===== src/periph_macros.svh =====
// Peripheral bus constants
// Bus widths, the data bus address map, the stopwatch
// prescale and the LFSR feedback mask

`ifndef PERIPH_MACROS_SVH
`define PERIPH_MACROS_SVH

//////////////////////////////////////////////////
// Bus widths
//////////////////////////////////////////////////
`define BUS_WIDTH       32
`define BE_WIDTH        4               // One enable per byte lane

//////////////////////////////////////////////////
// Address map
//////////////////////////////////////////////////
`define MEM_BASE        32'h1001_0000   // Data segment
`define MEM_WORDS       256

`define SW_LO_ADDR      32'hFF20_0510   // Stopwatch low word
`define SW_HI_ADDR      32'hFF20_0514   // Stopwatch high word
`define LFSR_ADDR       32'hFF20_0518

`define BRK_ADDR_ADDR   32'hFF20_0600   // Break address
`define BRK_CTRL_ADDR   32'hFF20_0604   // Enable on write, status on read

//////////////////////////////////////////////////
// Timing and generators
//////////////////////////////////////////////////
`define US_PRESCALE     50              // 50 MHz cycles per microsecond

// Galois mask for a right-shifting register
`define LFSR_TAPS       32'h8020_0003

`endif

===== src/periphPkg.sv =====
// Peripheral bus types
// Word, address and byte-enable vectors plus the state
// and target encodings shared by the peripheral blocks

`include "periph_macros.svh"

package periphPkg;

    typedef logic [`BUS_WIDTH-1:0] busAddr_t;
    typedef logic [`BUS_WIDTH-1:0] busData_t;
    typedef logic [`BE_WIDTH-1:0]  byteEn_t;

    // CPU clock source
    typedef enum logic {
        MODE_STEP,              // One tick per KEY[2] press
        MODE_DIVIDED            // Free running from SW
    } clkMode_t;

    typedef enum logic {
        BRK_RUN,
        BRK_HALT
    } brkState_t;

    // Decoder target
    typedef enum logic [2:0] {
        SEL_NONE,
        SEL_MEM,
        SEL_SW_LO,
        SEL_SW_HI,
        SEL_LFSR,
        SEL_BRK_ADDR,
        SEL_BRK_CTRL
    } periphSel_t;

endpackage


===== src/stopwatch.sv =====
// Stopwatch
// Free running microsecond counter, 64 bits wide, read as a
// low and a high word. A write to either word restarts it.

`timescale 1ns/1ps
`include "periph_macros.svh"

module stopwatch
    import periphPkg::*;
(
    input  logic     iCLK_50,
    input  logic     arstN,
    input  logic     swWr,
    output busData_t swLo,
    output busData_t swHi
);

    localparam int PRE_W = $clog2(`US_PRESCALE);

    logic [PRE_W-1:0]        preCnt;
    logic                    preDone;
    logic [2*`BUS_WIDTH-1:0] usCount;

    assign preDone = (preCnt == PRE_W'(`US_PRESCALE - 1));

    //////////////////////////////////////////////////
    // Prescaler and microsecond count
    //////////////////////////////////////////////////
    always_ff @(posedge iCLK_50 or negedge arstN) begin
        if (!arstN) begin
            preCnt  <= '0;
            usCount <= '0;
        end else if (swWr) begin
            // Restart mid-microsecond too
            preCnt  <= '0;
            usCount <= '0;
        end else if (preDone) begin
            preCnt  <= '0;
            usCount <= usCount + 1'b1;
        end else begin
            preCnt  <= preCnt + 1'b1;
        end
    end

    assign swLo = usCount[`BUS_WIDTH-1:0];
    assign swHi = usCount[2*`BUS_WIDTH-1:`BUS_WIDTH];

endmodule


===== config.mk =====
export PLATFORM = sky130hd
export DESIGN_NAME = stopwatch
export DESIGN_NICKNAME = d
export VERILOG_FILES = /design/src/periphPkg.sv /design/src/stopwatch.sv
export VERILOG_INCLUDE_DIRS = /design/src /design/src/src
export SDC_FILE = /design/constraint.sdc
export NUM_CORES = 1
export LEC_CHECK = 0
export BUFFER_PORTS_ARGS = -buffer_cell sky130_fd_sc_hd__buf_2
export CELL_PAD_IN_SITES_DETAIL_PLACEMENT = 1
export CELL_PAD_IN_SITES_GLOBAL_PLACEMENT = 1
export CORE_MARGIN = 2
export CORE_UTILIZATION = 35
export DETAILED_ROUTE_END_ITERATION = 7
export PLACE_DENSITY = 0.69
export SLEW_MARGIN = 40
export SYNTH_ARGS = -nofsm -noshare
export SYNTH_HDL_FRONTEND = slang
export SYNTH_SLANG_ARGS = --single-unit

===== constraint.sdc =====
create_clock -name iCLK_50 -period 2.8 [get_ports iCLK_50]
set_input_delay 0 -clock iCLK_50 [delete_from_list [all_inputs] [get_ports iCLK_50]]
set_output_delay 0 -clock iCLK_50 [all_outputs]
set_load 0.03 [all_outputs]

Word-level counts from Yosys, hierarchy flattened --
Index checks and enable logic that the tools add are counted. Widths: inputs -> output; s select.
Storage, ports and cells: output and inout port bits 64, word-level logic and storage cells 10, input bits 3, bits in registers 70
Operators by class: add/sub/neg operators 2, eq/ne operators 1, reduce and logical (&&, ||, !) cells 1, mux-type cells 4
Operators by type and width (number):
- $mux 64 | 2
- $add 64x1->64 const B | 1
- $mux 6 | 2
- $add 6x1->6 const B | 1
- $eq 6x6->1 const B | 1
- $reduce_bool 2->1 | 1

Depth between registers and ports, before layout --
word-level depth 3, depth in mapped cells 8, gate-level depth less buffers 7

Worst setup path after synthesis --
No wires, ideal clock.
path type reg-to-reg, start reg usCount[23], end reg usCount[57], setup time 0.077 ns, clock period less this slack 2.569 ns, buffers on the path 1, arrival 2.491 ns, path slack 0.231 ns, stages on the path, launching flop included 7, path through dfrtp_1 nand3_2 or4_4 or4_1 buf_2 or4_1 a21oi_1
Between the ends: cells in the longest elaborated chain, start to end 3
RTL lines:
- from (decl) | line stopwatch.sv:22 | logic [2*`BUS_WIDTH-1:0] usCount;
- from (signal assigned) | line stopwatch.sv:39 | usCount <= usCount + 1'b1;
- $add 64x1->64 | line stopwatch.sv:39
- $mux 64 | line stopwatch.sv:37 | end else if (preDone) begin
- $mux 64 | line stopwatch.sv:33 | end else if (swWr) begin
Every way passes these cells. The select of a mux whose other input is x is not followed. A chain may end at the register's enable or synchronous reset.

Final worst setup path --
Ends and elaborated chain as after synthesis.

==> results.tsv <==
metric	value	unit
run status	complete, no violations	
unrepaired setup endpoints after global routing	false	
post-synthesis register bit count	70	
worst relative slew slack	63.0	%
Critical Path Sink Type	flop	
area fraction of the dominant cell type after synthesis	46.8	%
Starting DRT DRC Count	151	
number of standard cells in the final layout excluding fillers	636	
n_diodes	0	
via count of the first global-routing pass	3551	
ports placed on the boundary	67	
post-DR wirelength/cell	18.2	um
fraction of final layout cells sized beyond drive strength 1	22.4	%
clock period minus worst slack	2520	ps
deepest clock path buffer count	2	
root buffer cell	sky130_fd_sc_hd__clkbuf_8	
filler cell count	1260	
detailed-router iteration count before antenna repair	4	
total count of max-transition violations in the final report	0	
setup skew after layout	12.7	ps
cell taking the most area after synthesis	sky130_fd_sc_hd__dfrtp_1	
total number of vias	3525	
pin slew with the least headroom to its limit	555	ps
initial cell density of the core	36.1	%
largest fanout of any net on the critical path	8	
depth of the most critical reg-to-reg path	5	
total wire length	11.6	mm
drt via density	5.54	
worst-skew pair later-pin latency	370	ps
arrival time of data at the critical path endpoint	2800	ps
synthesized instance count	412	
largest voltage drop on the vdd net	0.182	mV
total negative slack	0	ps
setup slack, reg-to-reg	280	ps
number of antenna-violating nets in the routed design	0	
routability congestion estimate from global placement	0.801	
number of distinct library cells after synthesis	36	
H-tree levels	3	
# clock sinks	70	
post-CTS clock slew at the launch and capture registers of the worst setup and hold paths	80	ps
leakage power figure	0.00199	uW
ranking of synthesized cells by area	sky130_fd_sc_hd__dfrtp_1 (47%), sky130_fd_sc_hd__nand4_1 (5.8%), sky130_fd_sc_hd__xor2_1 (5.1%), sky130_fd_sc_hd__nor2_1 (5.0%), sky130_fd_sc_hd__a21oi_1 (4.0%)	
PnR Total Power	1990	uW
y dimension of the die	107	um
wire length of the first global-routing pass	19.0	mm
global route total overflow	0	
r2r endpoint	usCount[57]$_DFFE_PN0P_	
floorplan die area	11500	um2
gr usage total	21.3	%
worst reg2reg path startpoint	usCount[23]$_DFFE_PN0P_	
number of cells in the design after placement	618	
number of standard-cell rows in the floorplan	37	
number of buffers added for setup after CTS	0	
data required time of the critical path	3090	ps
share of the yosys chip area belonging to registers	46.8	%
post-place instance area	4350	um2
horizontal extent of the die	107	um
utilization after layout	44.3	%
share of synthesized flip-flops with an asynchronous set or reset	100	%
Synth Flop Type	sky130_fd_sc_hd__dfrtp_1	
standard cell core area	10400	um2
Final Cell Area	4590	um2
Area growth syn-to-layout	22.6	%
number of endpoints with negative hold slack in the final report	0	
YS warnings	0	
Post-Synthesis Cell Area	3740	um2
final-report setup violation count	0	
Final Net Count	501	
type of element launching the critical path	flop	
TritonCTS clock tree	yes	
number of design rule violations left after detail routing	0	
category of the most critical setup path	flop to flop	
average cell area after synthesis	9.09	um2
largest net degree at the start of global routing	71	
buffers added on ports	66	
half-perimeter wire length of the detailed placement result	8.22	mm
Max Cap Viol	0	
number of flops mapped to enable cells by yosys	0	
hold crit path type	primary input to asynchronous set/reset pin	
number of antenna violations at the first check in global routing	0	
Num CTS Buffers	9	
Net Count, Synth	418	
fraction of the cycle the final worst path needs	89.9	%
Power per Cell Area	434	nW/um2
FMAX	0.397	GHz
where the power goes:
group | switching [uW] | internal [uW]
sequential | 3.61 | 1010
clock | 393 | 524
combinational | 45.4 | 13.4
through the flow:
| stage | setup slack, ps | hold WS (ps) |
|---|---|---|
| global placement | 345 | 63.7 |
| finish | 282 | 178 |
| global route | 187 | 228 |
| CTS | 287 | 213 |
| detailed placement | 288 | 69.6 |
| floorplan | 231 | -296 |
critical path, cell delays in order, from the launching register on:
cell                      delay (ps)
sky130_fd_sc_hd__dfrtp_1         450
sky130_fd_sc_hd__nand3_2         140
sky130_fd_sc_hd__or4_4           590
sky130_fd_sc_hd__or4_1           610
sky130_fd_sc_hd__or4_1           500
sky130_fd_sc_hd__a21oi_1         160
how the worst max path moves through the flow:
stage,startpoint,to
floorplan,usCount[23]$_DFFE_PN0P_,usCount[57]$_DFFE_PN0P_
global placement,usCount[23]$_DFFE_PN0P_,usCount[57]$_DFFE_PN0P_
detailed placement,usCount[23]$_DFFE_PN0P_,usCount[57]$_DFFE_PN0P_
CTS,usCount[23]$_DFFE_PN0P_,usCount[57]$_DFFE_PN0P_
global route,usCount[23]$_DFFE_PN0P_,usCount[57]$_DFFE_PN0P_
finish,usCount[23]$_DFFE_PN0P_,usCount[57]$_DFFE_PN0P_
cells in the mapped netlist, types with 2 or more instances:
cell	count
sky130_fd_sc_hd__nand2_1	26
sky130_fd_sc_hd__buf_2	2
sky130_fd_sc_hd__and4_1	9
sky130_fd_sc_hd__ha_1	3
sky130_fd_sc_hd__xor2_1	22
sky130_fd_sc_hd__or3_1	21
sky130_fd_sc_hd__a21oi_1	30
sky130_fd_sc_hd__inv_1	9
sky130_fd_sc_hd__clkbuf_1	13
sky130_fd_sc_hd__nor4_1	7
sky130_fd_sc_hd__and3_1	5
sky130_fd_sc_hd__xnor2_1	16
sky130_fd_sc_hd__o21ai_0	21
sky130_fd_sc_hd__or4_1	9
sky130_fd_sc_hd__and2_1	5
sky130_fd_sc_hd__nor3_1	11
sky130_fd_sc_hd__o31ai_1	7
sky130_fd_sc_hd__nor2_1	50
sky130_fd_sc_hd__nand4_1	35
sky130_fd_sc_hd__or3b_2	2
sky130_fd_sc_hd__nand3_1	25
sky130_fd_sc_hd__dfrtp_1	70
sequential cells by signal, indices dropped and copies added, names as in the netlist:
register	cells
usCount	64
preCnt	6
routing by layer:
| metal | vias up | wire [um] | GRT usage, % |
|---|---|---|---|
| met1 | 1765 | 5180 | 28.3 |
| met2 | 71 | 5710 | 34.5 |
| met5 | - | 0 | 0 |
| li1 | 1675 | - | - |
| met4 | 0 | 212 | 9.16 |
| met3 | 14 | 456 | 3.21 |
kinds of logic (layout without fill, tap and decap cells):
family | Yosys count | count (layout) | synth area share (%)
AND/OR/NAND/NOR | 216 | 216 | 32.0
adder cells (fa/ha/maj) | 3 | 3 | 1.00
XOR/XNOR | 38 | 38 | 8.89
buffers and inverters | 24 | 112 | 2.47
AO/OA/AOI/OAI | 61 | 61 | 8.85
flip-flops | 70 | 70 | 46.8
layout make-up:
type                    count  area, um2  share of cell area (%)
clock buffers              12        145                    3.16
flip-flops and latches     70       1750                    38.2
well taps                 136        170                    3.71
repair buffers             87        505                    11.0
inverters                   9       33.8                   0.736
clock inverters             4       70.1                    1.53
multi-input cells         318       1910                    41.7
cell usage in the layout, fill, tap and decap left out, types with 16 or more instances in the layout:
master and n:
sky130_fd_sc_hd__a21oi_1 30, sky130_fd_sc_hd__buf_2 66, sky130_fd_sc_hd__buf_4 18, sky130_fd_sc_hd__dfrtp_1 70, sky130_fd_sc_hd__nand2_1 26, sky130_fd_sc_hd__nand3_1 25, sky130_fd_sc_hd__nand4_1 35, sky130_fd_sc_hd__nor2_1 50
sky130_fd_sc_hd__o21ai_0 21, sky130_fd_sc_hd__or3_1 21, sky130_fd_sc_hd__xnor2_1 16, sky130_fd_sc_hd__xor2_1 22
what timing repair did:
| action | 4_1_cts | 5_1_grt |
|---|---|---|
| hold buffers | 2 | 0 |
| resized for setup | 0 | 0 |
| hold endpoints to repair | 77 | 0 |
(Power assumes the default switching activity.)
