<file path="src/periph_macros.svh">
// Peripheral bus constants
// Bus widths, the data bus address map, the stopwatch
// prescale and the LFSR feedback mask

`ifndef PERIPH_MACROS_SVH
`define PERIPH_MACROS_SVH

//////////////////////////////////////////////////
// Bus widths
//////////////////////////////////////////////////
`define BUS_WIDTH       32
`define BE_WIDTH        4               // One enable per byte lane

//////////////////////////////////////////////////
// Address map
//////////////////////////////////////////////////
`define MEM_BASE        32'h1001_0000   // Data segment
`define MEM_WORDS       256

`define SW_LO_ADDR      32'hFF20_0510   // Stopwatch low word
`define SW_HI_ADDR      32'hFF20_0514   // Stopwatch high word
`define LFSR_ADDR       32'hFF20_0518

`define BRK_ADDR_ADDR   32'hFF20_0600   // Break address
`define BRK_CTRL_ADDR   32'hFF20_0604   // Enable on write, status on read

//////////////////////////////////////////////////
// Timing and generators
//////////////////////////////////////////////////
`define US_PRESCALE     50              // 50 MHz cycles per microsecond

// Galois mask for a right-shifting register
`define LFSR_TAPS       32'h8020_0003

`endif
</file>
<file path="src/periphPkg.sv">
// Peripheral bus types
// Word, address and byte-enable vectors plus the state
// and target encodings shared by the peripheral blocks

`include "periph_macros.svh"

package periphPkg;

    typedef logic [`BUS_WIDTH-1:0] busAddr_t;
    typedef logic [`BUS_WIDTH-1:0] busData_t;
    typedef logic [`BE_WIDTH-1:0]  byteEn_t;

    // CPU clock source
    typedef enum logic {
        MODE_STEP,              // One tick per KEY[2] press
        MODE_DIVIDED            // Free running from SW
    } clkMode_t;

    typedef enum logic {
        BRK_RUN,
        BRK_HALT
    } brkState_t;

    // Decoder target
    typedef enum logic [2:0] {
        SEL_NONE,
        SEL_MEM,
        SEL_SW_LO,
        SEL_SW_HI,
        SEL_LFSR,
        SEL_BRK_ADDR,
        SEL_BRK_CTRL
    } periphSel_t;

endpackage

</file>
<file path="src/periphBus.sv">
// Peripheral bus decoder
// Maps the data bus address to one target, fans out the read
// and write strobes and registers the selected read word

`timescale 1ns/1ps
`include "periph_macros.svh"

module periphBus
    import periphPkg::*;
(
    input  logic       iCLK_50,
    input  logic       arstN,
    input  logic       readEnable,
    input  logic       writeEnable,
    input  busAddr_t   address,
    output logic [7:0] memIndex,
    output logic       memRd,
    output logic       memWr,
    output logic       swRd,
    output logic       swWr,
    output logic       lfsrRd,
    output logic       lfsrWr,
    output logic       brkAddrWr,
    output logic       brkCtrlWr,
    input  busData_t   memData,
    input  busData_t   swLo,
    input  busData_t   swHi,
    input  busData_t   lfsrData,
    input  busData_t   brkAddrData,
    input  busData_t   brkStatus,
    output busData_t   readData
);

    periphSel_t sel;
    busAddr_t   memOffset;
    logic       isSw;
    logic       isBrk;
    logic       brkRd;
    busData_t   rdWord;

    //////////////////////////////////////////////////
    // Address decode
    //////////////////////////////////////////////////
    assign memOffset = address - `MEM_BASE;
    assign memIndex  = memOffset[9:2];          // Word index

    always_comb begin
        sel = SEL_NONE;
        if (memOffset < busAddr_t'(`MEM_WORDS * 4))
            sel = SEL_MEM;
        else begin
            case (address)
                `SW_LO_ADDR:    sel = SEL_SW_LO;
                `SW_HI_ADDR:    sel = SEL_SW_HI;
                `LFSR_ADDR:     sel = SEL_LFSR;
                `BRK_ADDR_ADDR: sel = SEL_BRK_ADDR;
                `BRK_CTRL_ADDR: sel = SEL_BRK_CTRL;
                default:        sel = SEL_NONE;
            endcase
        end
    end

    assign isSw  = (sel == SEL_SW_LO) || (sel == SEL_SW_HI);
    assign isBrk = (sel == SEL_BRK_ADDR) || (sel == SEL_BRK_CTRL);

    assign memRd     = readEnable  && (sel == SEL_MEM);
    assign memWr     = writeEnable && (sel == SEL_MEM);
    assign swRd      = readEnable  && isSw;
    assign swWr      = writeEnable && isSw;     // Either word clears
    assign lfsrRd    = readEnable  && (sel == SEL_LFSR);
    assign lfsrWr    = writeEnable && (sel == SEL_LFSR);
    assign brkRd     = readEnable  && isBrk;
    assign brkAddrWr = writeEnable && (sel == SEL_BRK_ADDR);
    assign brkCtrlWr = writeEnable && (sel == SEL_BRK_CTRL);

    //////////////////////////////////////////////////
    // Read mux, one cycle latency
    //////////////////////////////////////////////////
    always_comb begin
        rdWord = '0;                            // Unmapped reads give 0
        if (memRd)
            rdWord = memData;
        if (swRd)
            rdWord = (sel == SEL_SW_HI) ? swHi : swLo;
        if (lfsrRd)
            rdWord = lfsrData;
        if (brkRd)
            rdWord = (sel == SEL_BRK_CTRL) ? brkStatus : brkAddrData;
    end

    always_ff @(posedge iCLK_50 or negedge arstN) begin
        if (!arstN)
            readData <= '0;
        else if (readEnable)
            readData <= rdWord;                 // Held until next read
    end

    assert property (@(posedge iCLK_50) disable iff (!arstN) !(readEnable && writeEnable))
        else $error("Read and write strobes in the same cycle");

endmodule

</file>
<file path="config.mk">
export PLATFORM = sky130hd
export DESIGN_NAME = periphBus
export DESIGN_NICKNAME = d
export VERILOG_FILES = /design/src/periphPkg.sv /design/src/periphBus.sv
export VERILOG_INCLUDE_DIRS = /design/src /design/src/src
export SDC_FILE = /design/constraint.sdc
export NUM_CORES = 1
export LEC_CHECK = 0
export ABC_AREA = 1
export ABC_CLOCK_PERIOD_IN_PS = 1800
export BUFFER_PORTS_ARGS = -buffer_cell sky130_fd_sc_hd__buf_2
export CORE_AREA = 2 2 108 110
export CTS_CLUSTER_DIAMETER = 120
export DETAILED_ROUTE_END_ITERATION = 6
export DIE_AREA = 0 0 110 112
export PLACE_DENSITY_LB_ADDON = 0.3
export SYNTH_ARGS = -nofsm -noshare
export SYNTH_HDL_FRONTEND = slang
export SYNTH_SLANG_ARGS = --single-unit
export TNS_END_PERCENT = 30
</file>
<file path="constraint.sdc">
create_clock -name iCLK_50 -period 1.8 [get_ports iCLK_50]
set_input_delay 0.27 -clock iCLK_50 [delete_from_list [all_inputs] [get_ports iCLK_50]]
set_output_delay 0.27 -clock iCLK_50 [all_outputs]
set_load 0.005 [all_outputs]
</file>
## Word level (Yosys, flattened, before mapping)

Index checks and enable logic that the tools add are counted.

- Register bits: 32
- Output and inout bits: 48
- Logic and storage cells: 33

- $add $sub $neg: 1
- Magnitude comparators: 1
- Equality and inequality tests: 11
- Muxes and demuxes: 8
- Reductions and logical operators: 11

Operators by type and width:

| kind | count |
|---|---|
| $mux W32 | 6 |
| $eq A32 B32 Y1 const B | 5 |
| $lt A32 B11 Y1 const B | 1 |
| $sub A32 B29 Y32 const B | 1 |
| $pmux W3 S5 | 1 |
| $eq A3 B3 Y1 const B | 3 |
| $logic_and A1 B1 Y1 | 9 |
| $eq A3 B2 Y1 const B | 2 |
| $eq A3 B1 Y1 const B | 1 |
| $mux W3 | 1 |
| $logic_or A1 B1 Y1 | 2 |

## Logic depth before layout (Yosys ltp)

- Word-level depth: 9
- Depth in mapped cells: 14

## Worst setup path after synthesis

Ideal clock, no wire load.

- Path type: input port to flip-flop
- Start: in address[18]
- End: reg readData[10]
- Arrival time: 1.527 ns
- Required time: 1.678 ns
- Path slack: 0.152 ns
- Stages: 14
- Path buffers: 2
- Cell sequence: inv_2 nand2_1 nor2_2 nand2_1 nor2_8 nand3_4 nor2_8 inv_2 buf_6 buf_6 nor2_2 nor2_1 nand2_1 a21oi_2

RTL lines:

| element | line | text |
|---|---|---|
| start, declared | periphBus.sv:15 | `input busAddr_t address,` |
| $sub A32 B29 Y32 (no line) or $eq A32 B32 Y1 (tied branches) | - |  |
| $lt A32 B11 Y1 or $pmux W3 S5 (tied branches) | periphBus.sv:49, periphBus.sv:52 |  |
| $mux W3 (*) | periphBus.sv:49 | `` if (memOffset < busAddr_t'(`MEM_WORDS * 4)) `` |
| $eq A3 B3 Y1 (*) | periphBus.sv:70 | `assign lfsrRd = readEnable && (sel == SEL_LFSR);` |
| $logic_and A1 B1 Y1 (*) | periphBus.sv:70 |  |
| named net lfsrRd | periphBus.sv:21 | `output logic lfsrRd,` |
| $mux W32 (*) | periphBus.sv:85 | `if (lfsrRd)` |
| $mux W32 (*) | periphBus.sv:87 | `if (brkRd)` |
| end signal, assigned | periphBus.sv:95 | `readData <= rdWord;` |
| end, declared | periphBus.sv:31 | `output busData_t readData` |

Mark *: on every way through the listed nets, which the timed path passes. The rest lies on a longest branch.
A chain may end at the register's enable or synchronous reset.

## Worst setup path after layout

- Start: in address[30]
- End: out swRd

- Word-level cells in the longest chain between the ends: 6

Ends and longest elaborated chain:

| element | line | text |
|---|---|---|
| $sub A32 B29 Y32 (no line) or $eq A32 B32 Y1 (tied branches) | - |  |
| $lt A32 B11 Y1 or $pmux W3 S5 (tied branches) | periphBus.sv:49, periphBus.sv:52 |  |
| $mux W3 (*) | periphBus.sv:49 |  |
| $eq A3 B2 Y1 | periphBus.sv:63 | `assign isSw = (sel == SEL_SW_LO) \|\| (sel == SEL_SW_HI);` |
| $logic_or A1 B1 Y1 (*) | periphBus.sv:63 |  |
| $logic_and A1 B1 Y1 (*) | periphBus.sv:68 | `assign swRd = readEnable && isSw;` |
| end, declared | periphBus.sv:19 | `output logic swRd,` |

Every way passes the cells marked *; elsewhere a longest branch is shown, timed or not.

==> run metrics <==
type of the worst setup path=in -> out; final setup fails=0; # H-tree levels=2; antenna-violating nets left=0; GPL Wtd Cong=0.9770; area leader, netlist=nand2_1; FMAX=575.0 MHz; total CTS buffers=5; largest family of logic cells by synthesized area=simple AND/OR/NAND/NOR gates; Largest register FFs=32; period utilization=96.62%; via count=5674; global route overflow=0; endpoints failing hold=0; Arr. time, crit path=roughly 1.5 ns; Synth Area in Adders=0%; Required @ worst endpoint=1.53 ns; sequential-to-total area share from yosys stat=a little under a fifth; Hold Path Class=in -> async; Routed WL=17530 um; min cycle time layout=1.739 ns; synth unique cells=24; die height=112 um; number of synthesized register bits=32; Non-Filler Instances=1183; Core ar.=11170 um^2; max-slew violation count=0; initial drt markers=337; Placed Cells=1167; complex-gate fraction of the synthesized area=9.315%; Cell Rows=39; Pre-antenna DRT Iters=5; syn nets=985; CTS clk-pin slew, worst paths=around 0.05 ns; yosys warns=0; Post-synth EDFFs=0; Synth Area per Inst=5.572 um^2; Vias per Instance=4.796; worst skew pair latency=0.27 ns; Synth Cell Area=4218 um^2; Reg with most FFs=readData; simple-gate portion of the synthesized area=between 50 and 60%; synth-to-layout area growth=48.12%; mux contribution to synthesized area=0%; final core occ=55.91%; RSZ-0062 raised after global routing=yes; count leader, synth=nand2_1; Leakage=0.003697 uW; Max Cap Violations=0; Max-slew headroom=46.81%; wire per inst=14.82 um; Post-CTS Hold Fix Bufs=0; global-route wire length before repair=26250 um; die width=110 um; clock tree root buffer cell=clkbuf_16; initial antenna violation count=1; CP endpoint kind=output pin; commonest cells in the netlist=nand2_1 (227), nor2_1 (127), nand3_1 (84); deepest clock path buffer count=2; critical path fanouts, max=14; Worst Tran Pin Value=roughly 0.80 ns; I/O pin cnt=276; Startpoint Class=input pin; biggest regs=readData (32); power density over the cells=374.4 nW/um^2; Synth area leaders=nand2_1 (20%), dfrtp_1 (19%), nor2_1 (11%), nand3_1 (10%), inv_1 (7.2%); status=finished clean; Nets=1267; CTS tree=built; worst ir drop on vdd=approximately 0.33 mV; Post-Synth XOR/XNOR Area=0%; Final Skew=0 ns; IO Port Bufs=between 200 and 300; Setup TNS=0 ns; Residual DRC=0; cells after synthesis=757; Die Footprint=12320 um^2; Initial Util=37.74%; clock net sink count=32; largest net degree at the start of global routing=38; GRT Total Usage=27.51%; post-synth top area share=20.20%; Synth async-reset ratio=100.0%; share of layout cells above drive strength 1=41.48%; Primary FF master, synth=dfrtp_1; hpwl dp=13590 um; vias in the first global route=5162
-- metrics by stage --
step	instance area (um^2)	setup slack (ns)	hold WS (ns)	total power (uW)
final	6247	0.06083	0.08106	2339
after global routing	6245	-0.04745	0.1397	2469
after CTS	6087	0.009775	0.1099	2340
after detailed placement	5926	-0.1201	0.4005	1445
after global placement	5926	-0.1288	0.3905	1444
after floorplan	4218	0.1519	-0.02559	1044
-- metal layers --
layer / wire, um / track usage (%)
met3: 1241 / 4.742
met5: 0 / 0
met2: 8154 / 45.48
met4: 262 / 4.979
met1: 7872 / 37.68
-- repair_timing --
item | 4_1_cts | 5_1_grt
buffers inserted | 0 | 6
cloned | 0 | 2
pin swaps | 1 | 12
endpoints found under the setup margin | 2 | 7
gates resized for setup | 4 | 21
-- path summary, 6_finish.rpt --
kind                                          startpoint                       end  slack, ns  depth (start not counted)
worst max-delay path                         address[30]                      swRd       0.06                          9
worst min-delay path                               arstN   readData[9]$_DFFE_PN0P_       0.08                          1
worst max register to register   readData[3]$_DFFE_PN0P_   readData[3]$_DFFE_PN0P_       1.13                          2
worst min register to register  readData[28]$_DFFE_PN0P_  readData[28]$_DFFE_PN0P_       0.50                          2
max in group asynchronous                          arstN   readData[4]$_DFFE_PN0P_       1.21                          1
min in group iCLK_50                        lfsrData[28]  readData[28]$_DFFE_PN0P_       0.32                          5
-- cell usage in the layout (no fill, tap or decap), types with 19 or more instances in the layout --
cell type  synthesis  routed
a21oi_1           44      44
buf_2             18     275
buf_4             11      39
dfrtp_1           32      32
inv_1             81      78
nand2_1          227     223
nand3_1           84      83
nand3_2           18      19
nand4_1           23      23
nor2_1           127     118
nor2_2            26      32
-- where the power goes --
part | internal (uW) | switching [uW] | total (uW)
Sequential | 766 | 25.7 | 791
Combinational | 321 | 332 | 653
Clock | 581 | 314 | 895
-- layout make-up --
type                    count  area (um^2)
clock buffers               7        152.6
multi-input cells         584         2861
well taps                 143        178.9
diodes                      1        2.502
fillers                  1208         4927
flip-flops and latches     32        800.8
repair buffers            326         1911
inverters                  90        340.3
-- worst max-delay path, stage by stage --
cell and delay (ns):
buf_2 0.12, nand2_1 0.07, nor2_2 0.18, nand2_4 0.09, nor2_8 0.16, nand3_4 0.15, nor2_8 0.15, buf_12 0.15
buf_2 0.12
-- kinds of logic (layout without fill, tap and decap cells) --
family / count (synthesis) / after routing
simple gates: 519 / 519
buf+inv: 141 / 423
compound gates: 65 / 65
flops: 32 / 32
other cells: 0 / 1
Power figures use the tool's default switching activity.
