$ cat src/periph_macros.svh
// Peripheral bus constants
// Bus widths, the data bus address map, the stopwatch
// prescale and the LFSR feedback mask

`ifndef PERIPH_MACROS_SVH
`define PERIPH_MACROS_SVH

//////////////////////////////////////////////////
// Bus widths
//////////////////////////////////////////////////
`define BUS_WIDTH       32
`define BE_WIDTH        4               // One enable per byte lane

//////////////////////////////////////////////////
// Address map
//////////////////////////////////////////////////
`define MEM_BASE        32'h1001_0000   // Data segment
`define MEM_WORDS       256

`define SW_LO_ADDR      32'hFF20_0510   // Stopwatch low word
`define SW_HI_ADDR      32'hFF20_0514   // Stopwatch high word
`define LFSR_ADDR       32'hFF20_0518

`define BRK_ADDR_ADDR   32'hFF20_0600   // Break address
`define BRK_CTRL_ADDR   32'hFF20_0604   // Enable on write, status on read

//////////////////////////////////////////////////
// Timing and generators
//////////////////////////////////////////////////
`define US_PRESCALE     50              // 50 MHz cycles per microsecond

// Galois mask for a right-shifting register
`define LFSR_TAPS       32'h8020_0003

`endif
$ cat src/periphPkg.sv
// Peripheral bus types
// Word, address and byte-enable vectors plus the state
// and target encodings shared by the peripheral blocks

`include "periph_macros.svh"

package periphPkg;

    typedef logic [`BUS_WIDTH-1:0] busAddr_t;
    typedef logic [`BUS_WIDTH-1:0] busData_t;
    typedef logic [`BE_WIDTH-1:0]  byteEn_t;

    // CPU clock source
    typedef enum logic {
        MODE_STEP,              // One tick per KEY[2] press
        MODE_DIVIDED            // Free running from SW
    } clkMode_t;

    typedef enum logic {
        BRK_RUN,
        BRK_HALT
    } brkState_t;

    // Decoder target
    typedef enum logic [2:0] {
        SEL_NONE,
        SEL_MEM,
        SEL_SW_LO,
        SEL_SW_HI,
        SEL_LFSR,
        SEL_BRK_ADDR,
        SEL_BRK_CTRL
    } periphSel_t;

endpackage

$ cat src/breakUnit.sv
// Break unit
// Watches the CPU program counter and the ebreak strobe on
// each cpuTick. A hit halts the CPU clock until the resume key.
// Holds the break address, an enable bit and a status word.

`timescale 1ns/1ps
`include "periph_macros.svh"

module breakUnit
    import periphPkg::*;
(
    input  logic     iCLK_50,
    input  logic     arstN,
    input  logic     cpuTick,
    input  busAddr_t pc,
    input  logic     ebreak,
    input  logic     resumePress,
    input  logic     brkAddrWr,
    input  logic     brkCtrlWr,
    input  busData_t writeData,
    output logic     halted,
    output busData_t brkAddrData,
    output busData_t brkStatus
);

    brkState_t state;
    busAddr_t  brkAddr;
    logic      brkEnable;
    logic      ebreakCause;         // Last halt came from ebreak

    //////////////////////////////////////////////////
    // Registers and halt FSM
    //////////////////////////////////////////////////
    always_ff @(posedge iCLK_50 or negedge arstN) begin
        if (!arstN) begin
            state       <= BRK_RUN;
            brkAddr     <= '0;
            brkEnable   <= 1'b0;
            ebreakCause <= 1'b0;
        end else begin
            if (brkAddrWr)
                brkAddr <= writeData;
            if (brkCtrlWr)
                brkEnable <= writeData[0];
            case (state)
                BRK_RUN: begin
                    if (cpuTick && ebreak) begin
                        state       <= BRK_HALT;
                        ebreakCause <= 1'b1;
                    end else if (cpuTick && brkEnable && pc == brkAddr) begin
                        state       <= BRK_HALT;
                        ebreakCause <= 1'b0;
                    end
                end
                BRK_HALT: if (resumePress) state <= BRK_RUN;
                default:  state <= BRK_RUN;
            endcase
        end
    end

    assign halted      = (state == BRK_HALT);
    assign brkAddrData = brkAddr;
    assign brkStatus   = {{(`BUS_WIDTH-3){1'b0}}, ebreakCause, brkEnable, halted};

endmodule

$ cat config.mk
export PLATFORM = sky130hd
export DESIGN_NAME = breakUnit
export DESIGN_NICKNAME = d
export VERILOG_FILES = /design/src/periphPkg.sv /design/src/breakUnit.sv
export VERILOG_INCLUDE_DIRS = /design/src /design/src/src
export SDC_FILE = /design/constraint.sdc
export NUM_CORES = 1
export LEC_CHECK = 0
export BUFFER_PORTS_ARGS = -buffer_cell sky130_fd_sc_hd__buf_2
export CORE_MARGIN = 2
export CORE_UTILIZATION = 42
export CTS_BUF_LIST = sky130_fd_sc_hd__clkbuf_2 sky130_fd_sc_hd__clkbuf_4 sky130_fd_sc_hd__clkbuf_8
export DETAILED_ROUTE_END_ITERATION = 7
export PLACE_DENSITY = 0.86
export SLEW_MARGIN = 30
export SYNTH_ARGS = -nofsm -noshare
export SYNTH_HDL_FRONTEND = slang
export SYNTH_SLANG_ARGS = --single-unit
export TNS_END_PERCENT = 1
$ cat constraint.sdc
create_clock -name iCLK_50 -period 1.7 [get_ports iCLK_50]
set_input_delay 0.085 -clock iCLK_50 [delete_from_list [all_inputs] [get_ports iCLK_50]]
set_output_delay 0.085 -clock iCLK_50 [all_outputs]
set_load 0.03 [all_outputs]
; ---- After elaboration in Yosys (flattened, before gate mapping)
; Cells that the tools add are included.
[word_totals]
register_bits = 35
in_bits = 71
output_inout_bits = 65
elab_cells = 17
[op_classes]
eq_ne = 1
mux = 6
n_bitwise = 1
reduce_logical = 5
[ops]
columns = op, count
row1 = 32-bit == test, 1
row2 = 1-bit 2-to-1 mux, 5
row3 = 1-bit logical AND, 3
row4 = 1-bit case mux with 2 select lines, 1
row5 = 2-bit AND reduction, 1
row6 = 2-bit nonzero test, 1
row7 = 1-bit NOT, 1

; ---- Depth between registers and ports, before layout
; Gate-level depths: netlist (run 1).
[depth]
depth_word = 5
depth_mapped = 5
depth_no_buf = 5

; ---- Least setup slack after synthesis (run 1)
; No wires, ideal clock.
[synth_timing]
path_type = flip-flop to flip-flop
start = reg brkAddr[29] (netlist: brkAddrData[29])
end = reg ebreakCause
setup_ns = 0.118
t_arrival_ns = 1.337
required_time_ns = 1.582
slack_ns = 0.245
stages_incl_launch_ff = 6
n_path_buf = 0
period_less_slack_ns = 1.455
cell_sequence = dfrtp_1 xnor2_1 nand4_1 nor4_1 nand4_1 a21o_1
[synth_between]
elab_chain_len = 4
[synth_rtl]
columns = item, line
row1 = "start, declared", breakUnit.sv:27  ; busAddr_t brkAddr;
row2 = "start signal, assigned", breakUnit.sv:42  ; brkAddr <= writeData;
row3 = 32-bit == test, breakUnit.sv:50  ; end else if (cpuTick && brkEnable && pc == brkAddr) begin
row4 = 1-bit logical AND, breakUnit.sv:50
row5 = 2-bit nonzero test (no line), -
row6 = 2-bit AND reduction (no line), -
row7 = "end signal, assigned", breakUnit.sv:39  ; ebreakCause <= 1'b0;
row8 = "end signal, assigned", breakUnit.sv:49  ; ebreakCause <= 1'b1;
row9 = "end signal, assigned", breakUnit.sv:52  ; ebreakCause <= 1'b0;
row10 = "end, declared", breakUnit.sv:29  ; logic ebreakCause;
; No other way between the ends.
; A chain may end at the register's enable or synchronous reset.

; ---- Worst setup path in the final report (run 1)
[layout_timing]
start = reg brkAddr[19] (netlist: brkAddrData[19])
end = reg ebreakCause
; The elaborated chain is that of the path after synthesis.

==> metrics.md, run 1 <==
| Metric | Value |
|---|---|
| Status | finished, final reports clean |
| Clk Tree Root Cell | clkbuf_8 |
| Post-route ant nets | 0 |
| Synthesis Warnings | 0 |
| Initial antenna violation count | 0 |
| Number of flops mapped to enable cells by yosys | 0 |
| Synth Cell Area | 0.00190 mm^2 |
| Resized Gates After CTS | 0 |
| Setup bufs post-CTS | 0 |
| Hold/Removal Path Class | primary input to flop |
| Hold Path Stages | 2 |
| # Max-Cap Violations | 0 |
| Pin count of the biggest net entering global routing | 36 |
| DRT iter0 DRCs | 36 |
| Core area | roughly 0.0044 mm^2 |
| Reg2Reg Setup Slack | ~0.14 ns |
| Clock Tree Buf Depth | 2 |
| Top post-synthesis cells by area | dfrtp_1 (46%), mux2_2 (14%), buf_4 (13%) |
| Final nets | 334 |
| Final min period | approximately 1.6 ns |
| Worst path cell trace | xor2_1, nor4_1, buf_4, nand4_1, a21o_1 |
| Slew margin rel. | between 40% and 50% |
| Std cell rows | 24 |
| Synth Register Bits | 35 |
| Largest delay share family, worst path | simple AND/OR/NAND/NOR gates |
| CP arrival | roughly 1.7 ns |
| Slew @ Worst Pin | 0.773 ns |
| Placed cells | about 300 |
| Switching Fraction | between 30% and 40% |
| Die H | 71.3 um |
| Reg clk slew, reported paths | 0.08 ns |
| Final Util | roughly 57% |
| Setup crit end kind | flop |
| Total gr overflow | 0 |
| Clock latency on the worst-skew pair | 0.29 ns |
| Worst R2R Start | brkAddrData[19]$_DFFE_PN0P_ |
| Syn Inst Count | 154 |
| Number of remaining DRC errors | 0 |
| Reg2Reg Capture Point | ebreakCause$_DFFE_PN0P_ |
| Routability cong. | 0.734 |
| Worst Reg-to-Reg Cells | 5 |
| Comb power frac | ~28% |
| IO Port Bufs | 106 |
| Max-slew violation count | 0 |
| Pwr Density | 962 mW/mm^2 |
| Final setup violating endpoints | 0 |
| Ratio of final minimum period to clock period | 91.8% |
| Final wirelength | 4.09 mm |
| Area Overhead vs Synth | 31.5% |
| Layout cell share with drive strength beyond 1 | 53.8% |
| Slowest cell on crit path | dfrtp_1 |
| # diodes | 0 |
| CTS tree | built |
| PnR worst setup slack | 0.140 ns |
| H-tree depth | 2 |
| Min-delay src | writeData[26] |
| Die width | roughly 71 um |
| Via count | around 1.5k |
| First-pass detailed-route iteration total | 4 |
| Overall Global Routing Usage | between 10% and 20% |
| CTS Buf Count | 5 |
| CP required | 1.88 ns |
| Critical Path Source Type | flop |
| Most common cell in the netlist | dfrtp_1 |
| Clk_skew | approximately 0.0075 ns |
| Global-route wire length before repair | 6.40 mm |
| Fin cells | approximately 320 |
| Fraction of registers with async set/reset | 100% |
| Worst stage delay on the critical path | 0.40 ns |
| Internal power | ~1.6 mW |
| Dpl ws | 0.110 ns |
| Initial core utilization | 43.6% |
| Clk sinks | 35 |
| Post-synth top cells | dfrtp_1 (35), buf_4 (32), xnor2_1 (24) |
| Cts hold-fix bufs | 1 |
| IO Pins | approximately 140 |
| Max Clk Rate | 0.641 GHz |
| Crit Path Category | flop to flop |
| Number of library cell types mapped by synthesis | 19 |
| Setup TNS | 0 ns |
| Flop pwr share | 41.0% |
| Vias in the first global route | 1447 |
| CP bufs+invs | 1 |
| Crit Path Max Fanout | 3 |
| RSZ-0062 raised after global routing | false |
| Clock power share | a little under a third |
| Vias/cell | 4.64 |
| DIE AREA | 0.00508 mm^2 |
| Syn_area_per_cell | around 12 um^2 |
| Yosys top cell area share | 46.1% |
| Top_reg_cell synth | dfrtp_1 |
| Post-DP HPWL | between 3 and 4 mm |
| Hold EP | brkAddrData[26]$_DFFE_PN0P_ |
| NetSw | a little under 0.8 mW |
| Final Hold Fails | 0 |
| Worst vdd ir | 0.000538 V |
| Post-synth top area cell | dfrtp_1 |
| WL/cell | 12.9 um |
| Leak | 1.24 nW |
| Seq/Total Area, Yosys | 46.1% |
==> worst register-to-register path, cell delays in order (launching register included) <==
cell     delay [ns]
dfrtp_1        0.40
xor2_1         0.17
nor4_1         0.39
buf_4          0.18
nand4_1        0.11
a21o_1         0.21
==> cell type report <==
cell class / count / area (um^2)
clock inverter: 3 / 43.8
inverter: 1 / 3.75
multi-input combinational: 110 / 867
sequential: 35 / 876
tap: 52 / 65.1
fill: 395 / 1850
timing repair buffer: 110 / 576
clock buffer: 5 / 68.8
==> cell usage in the layout, fill, tap and decap left out, drive strengths merged <==
| master | n |
|---|---|
| and3b | 1 |
| clkinv | 2 |
| dfrtp | 35 |
| nand3 | 1 |
| inv | 1 |
| a21o | 1 |
| conb | 29 |
| nand4 | 6 |
| a21oi | 1 |
| xnor2 | 24 |
| dlygate4sd3 | 1 |
| buf | 109 |
| mux2 | 33 |
| bufinv | 1 |
| clkbuf | 5 |
| xor2 | 8 |
| nand2 | 1 |
| nand4b | 1 |
| nor4 | 3 |
| nor3 | 1 |
==> metal layers <==
metal | track usage, % | wire length [um] | share of wire, %
met5 | 0 | 0 | 0
met4 | 5.24 | 56 | 1.4
met3 | 6.61 | 448 | 11
met2 | 28.7 | 2100 | 51
met1 | 17.7 | 1490 | 36
==> through the flow <==
stage	hold slack [ns]	total power [mW]	cell area, um^2
final	0.00865	2.41	2500
after global routing	0.0109	2.53	2500
after detailed placement	0.214	1.69	2380
after CTS	0.00586	2.44	2500
after global placement	0.209	1.67	2380
after floorplan	-0.211	1.50	2010
==> flip-flops by register name (all words and copies together) (netlist names) <==
register / count
ebreakCause: 1
brkEnable: 1
halted: 1
brkAddrData: 32
==> power by group through the flow <==
stage	sequential (mW)	clock, mW	combinational [mW]
2_1_floorplan	1.16	0	0.347
3_3_place_gp	0.999	0	0.672
3_5_place_dp	1.00	0	0.681
4_1_cts	0.988	0.763	0.685
5_1_grt	1.00	0.808	0.724
6_report	0.987	0.743	0.675
==> how the worst max path moves through the flow <==
stage	from	end	slack, ns	cells past startpoint
after global placement	brkAddrData[19]$_DFFE_PN0P_	ebreakCause$_DFFE_PN0P_	0.12	5
after CTS	brkAddrData[19]$_DFFE_PN0P_	ebreakCause$_DFFE_PN0P_	0.08	5
after floorplan	brkAddrData[29]$_DFFE_PN0P_	ebreakCause$_DFFE_PN0P_	0.25	5
after detailed placement	brkAddrData[19]$_DFFE_PN0P_	ebreakCause$_DFFE_PN0P_	0.11	5
after global routing	brkAddrData[19]$_DFFE_PN0P_	ebreakCause$_DFFE_PN0P_	0.009	5
final	brkAddrData[19]$_DFFE_PN0P_	ebreakCause$_DFFE_PN0P_	0.14	5
==> kinds of logic (layout without fill, tap and decap cells) <==
family | after synthesis | after routing | synth area share, %
mux | 33 | 33 | 19.6
compound gates | 2 | 2 | 0.658
buf+inv | 37 | 119 | 13.8
simple gates | 14 | 14 | 4.94
xor+xnor | 32 | 32 | 14.7
flops | 35 | 35 | 46.1
other cells | 1 | 29 | 0.197
(Power assumes the default switching activity.)
==> run 2, diff against run 1 <==
ABC_AREA = 1   (was default)
CORE_UTILIZATION = 44   (was 42)
PLACE_DENSITY = 0.87   (was 0.86)
==> metrics.md, run 2 <==
| Metric | Value |
|---|---|
| DRT iter0 DRCs | 58 |
| Via count | 1933 |
| H-tree depth | 2 |
| Post-synth top cells | nand2_1 (92), inv_1 (55), dfrtp_1 (35) |
| PnR worst setup slack | 0.414 ns |
| Comb power frac | 30.4% |
| Std cell rows | 25 |
| Fill cell count | 442 |
| Final min period | 1.29 ns |
| # diodes | 0 |
| Reg2Reg Capture Point | ebreakCause$_DFFE_PN0P_ |
| Number of flops mapped to enable cells by yosys | 0 |
| Synth Register Bits | 35 |
| Clock latency on the worst-skew pair | 0.28 ns |
| Overall Global Routing Usage | 18.6% |
| Global-route wire length before repair | between 7 and 8 mm |
| Crit Path Category | flop to flop |
| Clock Tree Buf Depth | 2 |
| Post-synth top area cell | dfrtp_1 |
| Ratio of final minimum period to clock period | 75.7% |
| Post-DP HPWL | 3.86 mm |
| Seq/Total Area, Yosys | 41.2% |
| Clock power share | 26.7% |
| Top post-synthesis cells by area | dfrtp_1 (41%), nand2_1 (16%), buf_4 (12%) |
| Slew @ Worst Pin | 0.671 ns |
| RSZ-0062 raised after global routing | false |
| Most frequent cells in the layout | buf_2 (106), nand2_1 (92), inv_1 (55), dfrtp_1 (35), conb_1 (29) |
| Hold/Removal Path Class | primary input to flop |
| Worst R2R Start | brkAddrData[19]$_DFFE_PN0P_ |
| Worst path cell trace | inv_1, a21oi_1, nand2_1, nor2_1, nand2_1, nor2_1, nand3_1, nand2_1, nand2_1 |
| Most common cell in the netlist | nand2_1 |
| Worst vdd ir | 0.000456 V |
| WL/cell | 10.7 um |
| Clk sinks | 35 |
| Top_reg_cell synth | dfrtp_1 |
| Clk Tree Root Cell | clkbuf_8 |
| CP arrival | 1.46 ns |
| Max-slew violation count | 0 |
| Worst stage delay on the critical path | 0.37 ns |
| First-pass detailed-route iteration total | 4 |
| CTS Buf Count | 5 |
| Area Overhead vs Synth | 25.7% |
| Critical Path Source Type | flop |
| DIE AREA | about 0.0054 mm^2 |
| Post-route ant nets | 0 |
| Fraction of registers with async set/reset | 100% |
| Dpl ws | 0.410 ns |
| Synth Cell Area | 0.00212 mm^2 |
| IO Pins | 136 |
| Worst Reg-to-Reg Cells | 9 |
| Setup crit end kind | flop |
| Max reg flops | 32 |
| Max Clk Rate | around 0.78 GHz |
| Internal power | between 1 and 1.5 mW |
| Die H | roughly 73 um |
| Clk_skew | 0.00668 ns |
| Final wirelength | 4.78 mm |
| Status | finished, final reports clean |
| Synthesis Warnings | 0 |
| Final Util | 56.9% |
| Flop pwr share | 43.0% |
| Min Hold Slack | 0.00791 ns |
| Layout cell share with drive strength beyond 1 | 32.4% |
| Final setup violating endpoints | 0 |
| Switching Fraction | 35.4% |
| Total gr overflow | 0 |
| Crit path capture | ebreakCause$_DFFE_PN0P_ |
| Initial core utilization | 45.3% |
| Number of remaining DRC errors | 0 |
| Routability cong. | approximately 0.80 |
| Yosys top cell area share | between 40% and 50% |
| Initial antenna violation count | 0 |
| Design area | 0.00267 mm^2 |
| Slew margin rel. | 55.3% |
| CTS tree | built |
| IO Port Bufs | 106 |
| Final nets | 463 |
| Vias/cell | 4.33 |
| Most common cell after layout, fill and taps aside | buf_2 |
| Crit path from | brkAddrData[19]$_DFFE_PN0P_ |
| Number of library cell types mapped by synthesis | 17 |
| Cts hold-fix bufs | 1 |
| Slowest cell on crit path | dfrtp_1 |
| # Max-Cap Violations | 0 |
| Final Hold Fails | 0 |
| Syn_area_per_cell | roughly 7.4 um^2 |
| Crit Path Max Fanout | 3 |
| Syn Inst Count | between 200 and 300 |
| Core area | about 0.0047 mm^2 |
| Die width | 73.5 um |
| Pwr Density | 842 mW/mm^2 |
| CP required | 1.87 ns |
| Resized Gates After CTS | 0 |
| Setup TNS | 0 ns |
| Setup bufs post-CTS | 0 |
| Pin count of the biggest net entering global routing | 38 |
| Leak | approximately 1.6 nW |
| Reg clk slew, reported paths | ~0.070 ns |
| NetSw | 0.797 mW |
| Placement-stage cell area | 0.00257 mm^2 |
| Vias in the first global route | 1744 |
| Reg2Reg Setup Slack | 0.41 ns |
| Cell mode on critical path | nand2_1 |
run 2: changes by cell type in the layout (fill, tap and decap cells not counted), sizes merged, moves of 8 or more:
cell,previous run,this run
nand2,1,92
inv,1,55
xnor2,24,9
mux2,33,11
o21ai,0,24
xor2,8,0
nor2,0,11
run 2: cell families after synthesis:
logic type / count (synthesis) / share of synthesized area, %
AOI/OAI and AO/OA: 27 / 6.60
xor gates and xnor gates: 9 / 3.71
buffers and inverters: 93 / 22.4
DFF: 35 / 41.2
muxes: 11 / 5.83
other: 1 / 0.177
and+or+nand+nor: 110 / 20.0
run 2: cell type report:
type                    instances  area, um^2  area share [%]
clock buffers                   6        82.6            3.09
clock inverters                 1        5.00           0.187
inverters                      55         206            7.73
multi-input cells             186         877            32.8
flip-flops and latches         35         876            32.8
well taps                      54        67.6            2.53
repair buffers                109         556            20.8
run 2: worst max-delay path, delay by kind of cell (launching register included):
family          cells  cell delay [ns]
simple gates        7             0.65
flops               1             0.37
compound gates      1             0.12
buf+inv             1             0.06
run 2: power groups by stage:
| stage | sequential (mW) | combinational, mW | clock [mW] |
|---|---|---|---|
| CTS | 0.967 | 0.690 | 0.622 |
| finish | 0.966 | 0.683 | 0.599 |
| global placement | 0.977 | 0.678 | 0 |
| floorplan | 1.13 | 0.363 | 0 |
| detailed placement | 0.982 | 0.686 | 0 |
| global route | 0.978 | 0.755 | 0.669 |
run 2: worst min path at each step:
stage	slack [ns]	depth (start not counted)	from	to
final	0.008	2	brkCtrlWr	brkEnable$_DFFE_PN0P_
after global routing	0.01	3	writeData[5]	brkAddrData[5]$_DFFE_PN0P_
after CTS	0.003	2	brkCtrlWr	brkEnable$_DFFE_PN0P_
after detailed placement	0.15	2	arstN	brkAddrData[16]$_DFFE_PN0P_
after global placement	0.15	2	arstN	brkAddrData[16]$_DFFE_PN0P_
after floorplan	-0.21	0	arstN	brkAddrData[0]$_DFFE_PN0P_
run 2: routing by layer:
| metal | global-route usage (%) | vias to the layer above | routed length [um] |
|---|---|---|---|
| met2 | 31.9 | 85 | 2280 |
| met5 | 0 | - | 0 |
| met4 | 3.64 | 0 | 20 |
| met1 | 21.6 | 847 | 2010 |
| met3 | 7.96 | 2 | 462 |
| li1 | - | 999 | - |
run 2: stage by stage:
stage / total power, mW / std cells
2_1_floorplan: 1.49 / 314
3_5_place_dp: 1.67 / 438
4_1_cts: 2.28 / 446
3_3_place_gp: 1.66 / 438
6_report: 2.25 / 446
5_1_grt: 2.40 / 446
==> run 3, diff against run 2 <==
ABC_AREA = 0   (was 1)
CORE_UTILIZATION = 42   (was 44)
PLACE_DENSITY = 0.86   (was 0.87)
clock period = 1.2 ns   (was 1.7 ns; I/O delays follow)
==> metrics.md, run 3 (same netlist as run 1, synthesis figures left out) <==
| Metric | Value |
|---|---|
| Final setup violating endpoints | 2 |
| Reg clk slew, reported paths | 0.07 ns |
| Std cell rows | 24 |
| Final Util | between 60% and 70% |
| Min Hold Slack | 0.00805 ns |
| Max reg flops | 32 |
| DIE AREA | 0.00508 mm^2 |
| Initial core utilization | around 44% |
| Leak | 1.39 nW |
| RSZ-0062 raised after global routing | true |
| Vias in the first global route | about 1.7k |
| Fill cell count | 351 |
| Clk Tree Root Cell | clkbuf_8 |
| PnR worst setup slack | -0.253 ns |
| WL/cell | 12.8 um |
| H-tree depth | 2 |
| Global-route wire length before repair | slightly above 7 mm |
| CTS Buf Count | 5 |
| IO Port Bufs | 106 |
| Met3 usage | 4.92% |
| Pin count of the biggest net entering global routing | 33 |
| Clock latency on the worst-skew pair | 0.28 ns |
| Violated checks | setup timing |
| Worst path cell trace | xnor2_1, nand4b_1, nor4_2, nand4_1, a21o_1 |
| Worst stage delay on the critical path | 0.42 ns |
| IO Pins | 136 |
| CP arrival | around 1.6 ns |
| DRT iter0 DRCs | 53 |
| Die width | 71.3 um |
| Max Clk Rate | 0.688 GHz |
| Crit Path Category | flop to flop |
| Critical Path Source Type | flop |
| Status | finished, violations left |
| Final nets | 366 |
| Initial antenna violation count | 0 |
| First-pass detailed-route iteration total | 4 |
| Core area | 0.00435 mm^2 |
| Overall Global Routing Usage | 18.0% |
| Total gr overflow | 0 |
| Post-DP HPWL | 3.47 mm |
| Die H | just over 70 um |
| # diodes | 0 |
| Hold/Removal Path Class | primary input to flop |
| Final Hold Fails | 0 |
| Ratio of final minimum period to clock period | 121% |
| GRT met2 Usage | roughly 35% |
| Number of remaining DRC errors | 0 |
| Slowest cell on crit path | dfrtp_2 |
| Met1 global-route usage | about a fifth |
| # Max-Cap Violations | 0 |
| GR peak layer | met2 |
| Setup crit end kind | flop |
| Crit Path Max Fanout | 2 |
| Post-route ant nets | 0 |
| Most frequent cells in the layout | buf_2 (106), conb_1 (29), buf_4 (24), mux2_2 (23) |
| Most common cell after layout, fill and taps aside | buf_2 |
| Final wirelength | ~4.5 mm |
| Area Overhead vs Synth | 47.9% |
| Clock Tree Buf Depth | 2 |
| Reg2Reg Setup Slack | -0.25 ns |
| Worst vdd ir | approximately 0.00063 V |
| CP required | 1.37 ns |
| Clk_skew | 0.00791 ns |
| CTS tree | built |
| Layout cell share with drive strength beyond 1 | 61.5% |
| Max-slew violation count | 0 |
| Via count | 1572 |
| Vias/cell | 4.52 |
| Pwr Density | 1230 mW/mm^2 |
| Clk sinks | 35 |
| Final min period | about 1.5 ns |
| Routability cong. | 0.701 |
## run 3: metal layers
layer / routed length [um] / share of wire [%]
met5: 0 / 0
met1: 1640 / 37
met3: 331 / 7.4
met4: 26 / 0.58
met2: 2460 / 55
## run 3: path summary, 6_finish.rpt
path,from,end,cells past startpoint
worst max-delay path,brkAddrData[9]$_DFFE_PN0P_,ebreakCause$_DFFE_PN0P_,5
worst min-delay path,writeData[21],brkAddrData[21]$_DFFE_PN0P_,2
worst max register to register,brkAddrData[9]$_DFFE_PN0P_,ebreakCause$_DFFE_PN0P_,5
worst min register to register,ebreakCause$_DFFE_PN0P_,ebreakCause$_DFFE_PN0P_,1
max in group asynchronous,arstN,brkAddrData[8]$_DFFE_PN0P_,3
min in group asynchronous,arstN,brkAddrData[21]$_DFFE_PN0P_,2
## run 3: cell type report
class                           count  area [um^2]  area share, %
Multi-Input combinational cell    110          895           31.8
Tap cell                           52         65.1           2.32
Sequential cell                    35          892           31.7
Inverter                            1         3.75          0.134
Timing Repair Buffer              142          851           30.3
Clock inverter                      1         7.51          0.267
Clock buffer                        7         96.3           3.43
## run 3: critical path, delay by kind of cell (launching register included)
family	cells	cell delay, ns
compound gates	1	0.18
xor+xnor	1	0.13
flops	1	0.42
simple gates	3	0.61
## run 3: where the power goes
group	total (mW)	leakage, nW	switching (mW)	internal, mW
Sequential	1.39	0.394	0.0900	1.30
Clock	0.937	0.0505	0.415	0.522
Combinational	1.13	0.943	0.640	0.494
Total	3.46	1.39	1.14	2.32
## run 3: metrics by stage
| step | setup TNS [ns] | cell area (um^2) | worst slack (ns) | power [mW] | instances |
|---|---|---|---|---|---|
| floorplan | -0.228 | 2020 | -0.183 | 2.14 | 182 |
| global placement | -0.467 | 2580 | -0.301 | 2.49 | 330 |
| detailed placement | -0.484 | 2580 | -0.311 | 2.51 | 330 |
| CTS | -0.353 | 2790 | -0.242 | 3.50 | 347 |
| global route | -0.595 | 2810 | -0.369 | 3.65 | 348 |
| finish | -0.361 | 2810 | -0.253 | 3.46 | 348 |
## run 3: what timing repair did
item                                    CTS  global route
setup buffers                             0             0
endpoints found under the setup margin    2             2
pin swaps                                 6             2
endpoints found under the hold margin    23             1
resized for setup                         3             1
hold buffers                              9             1
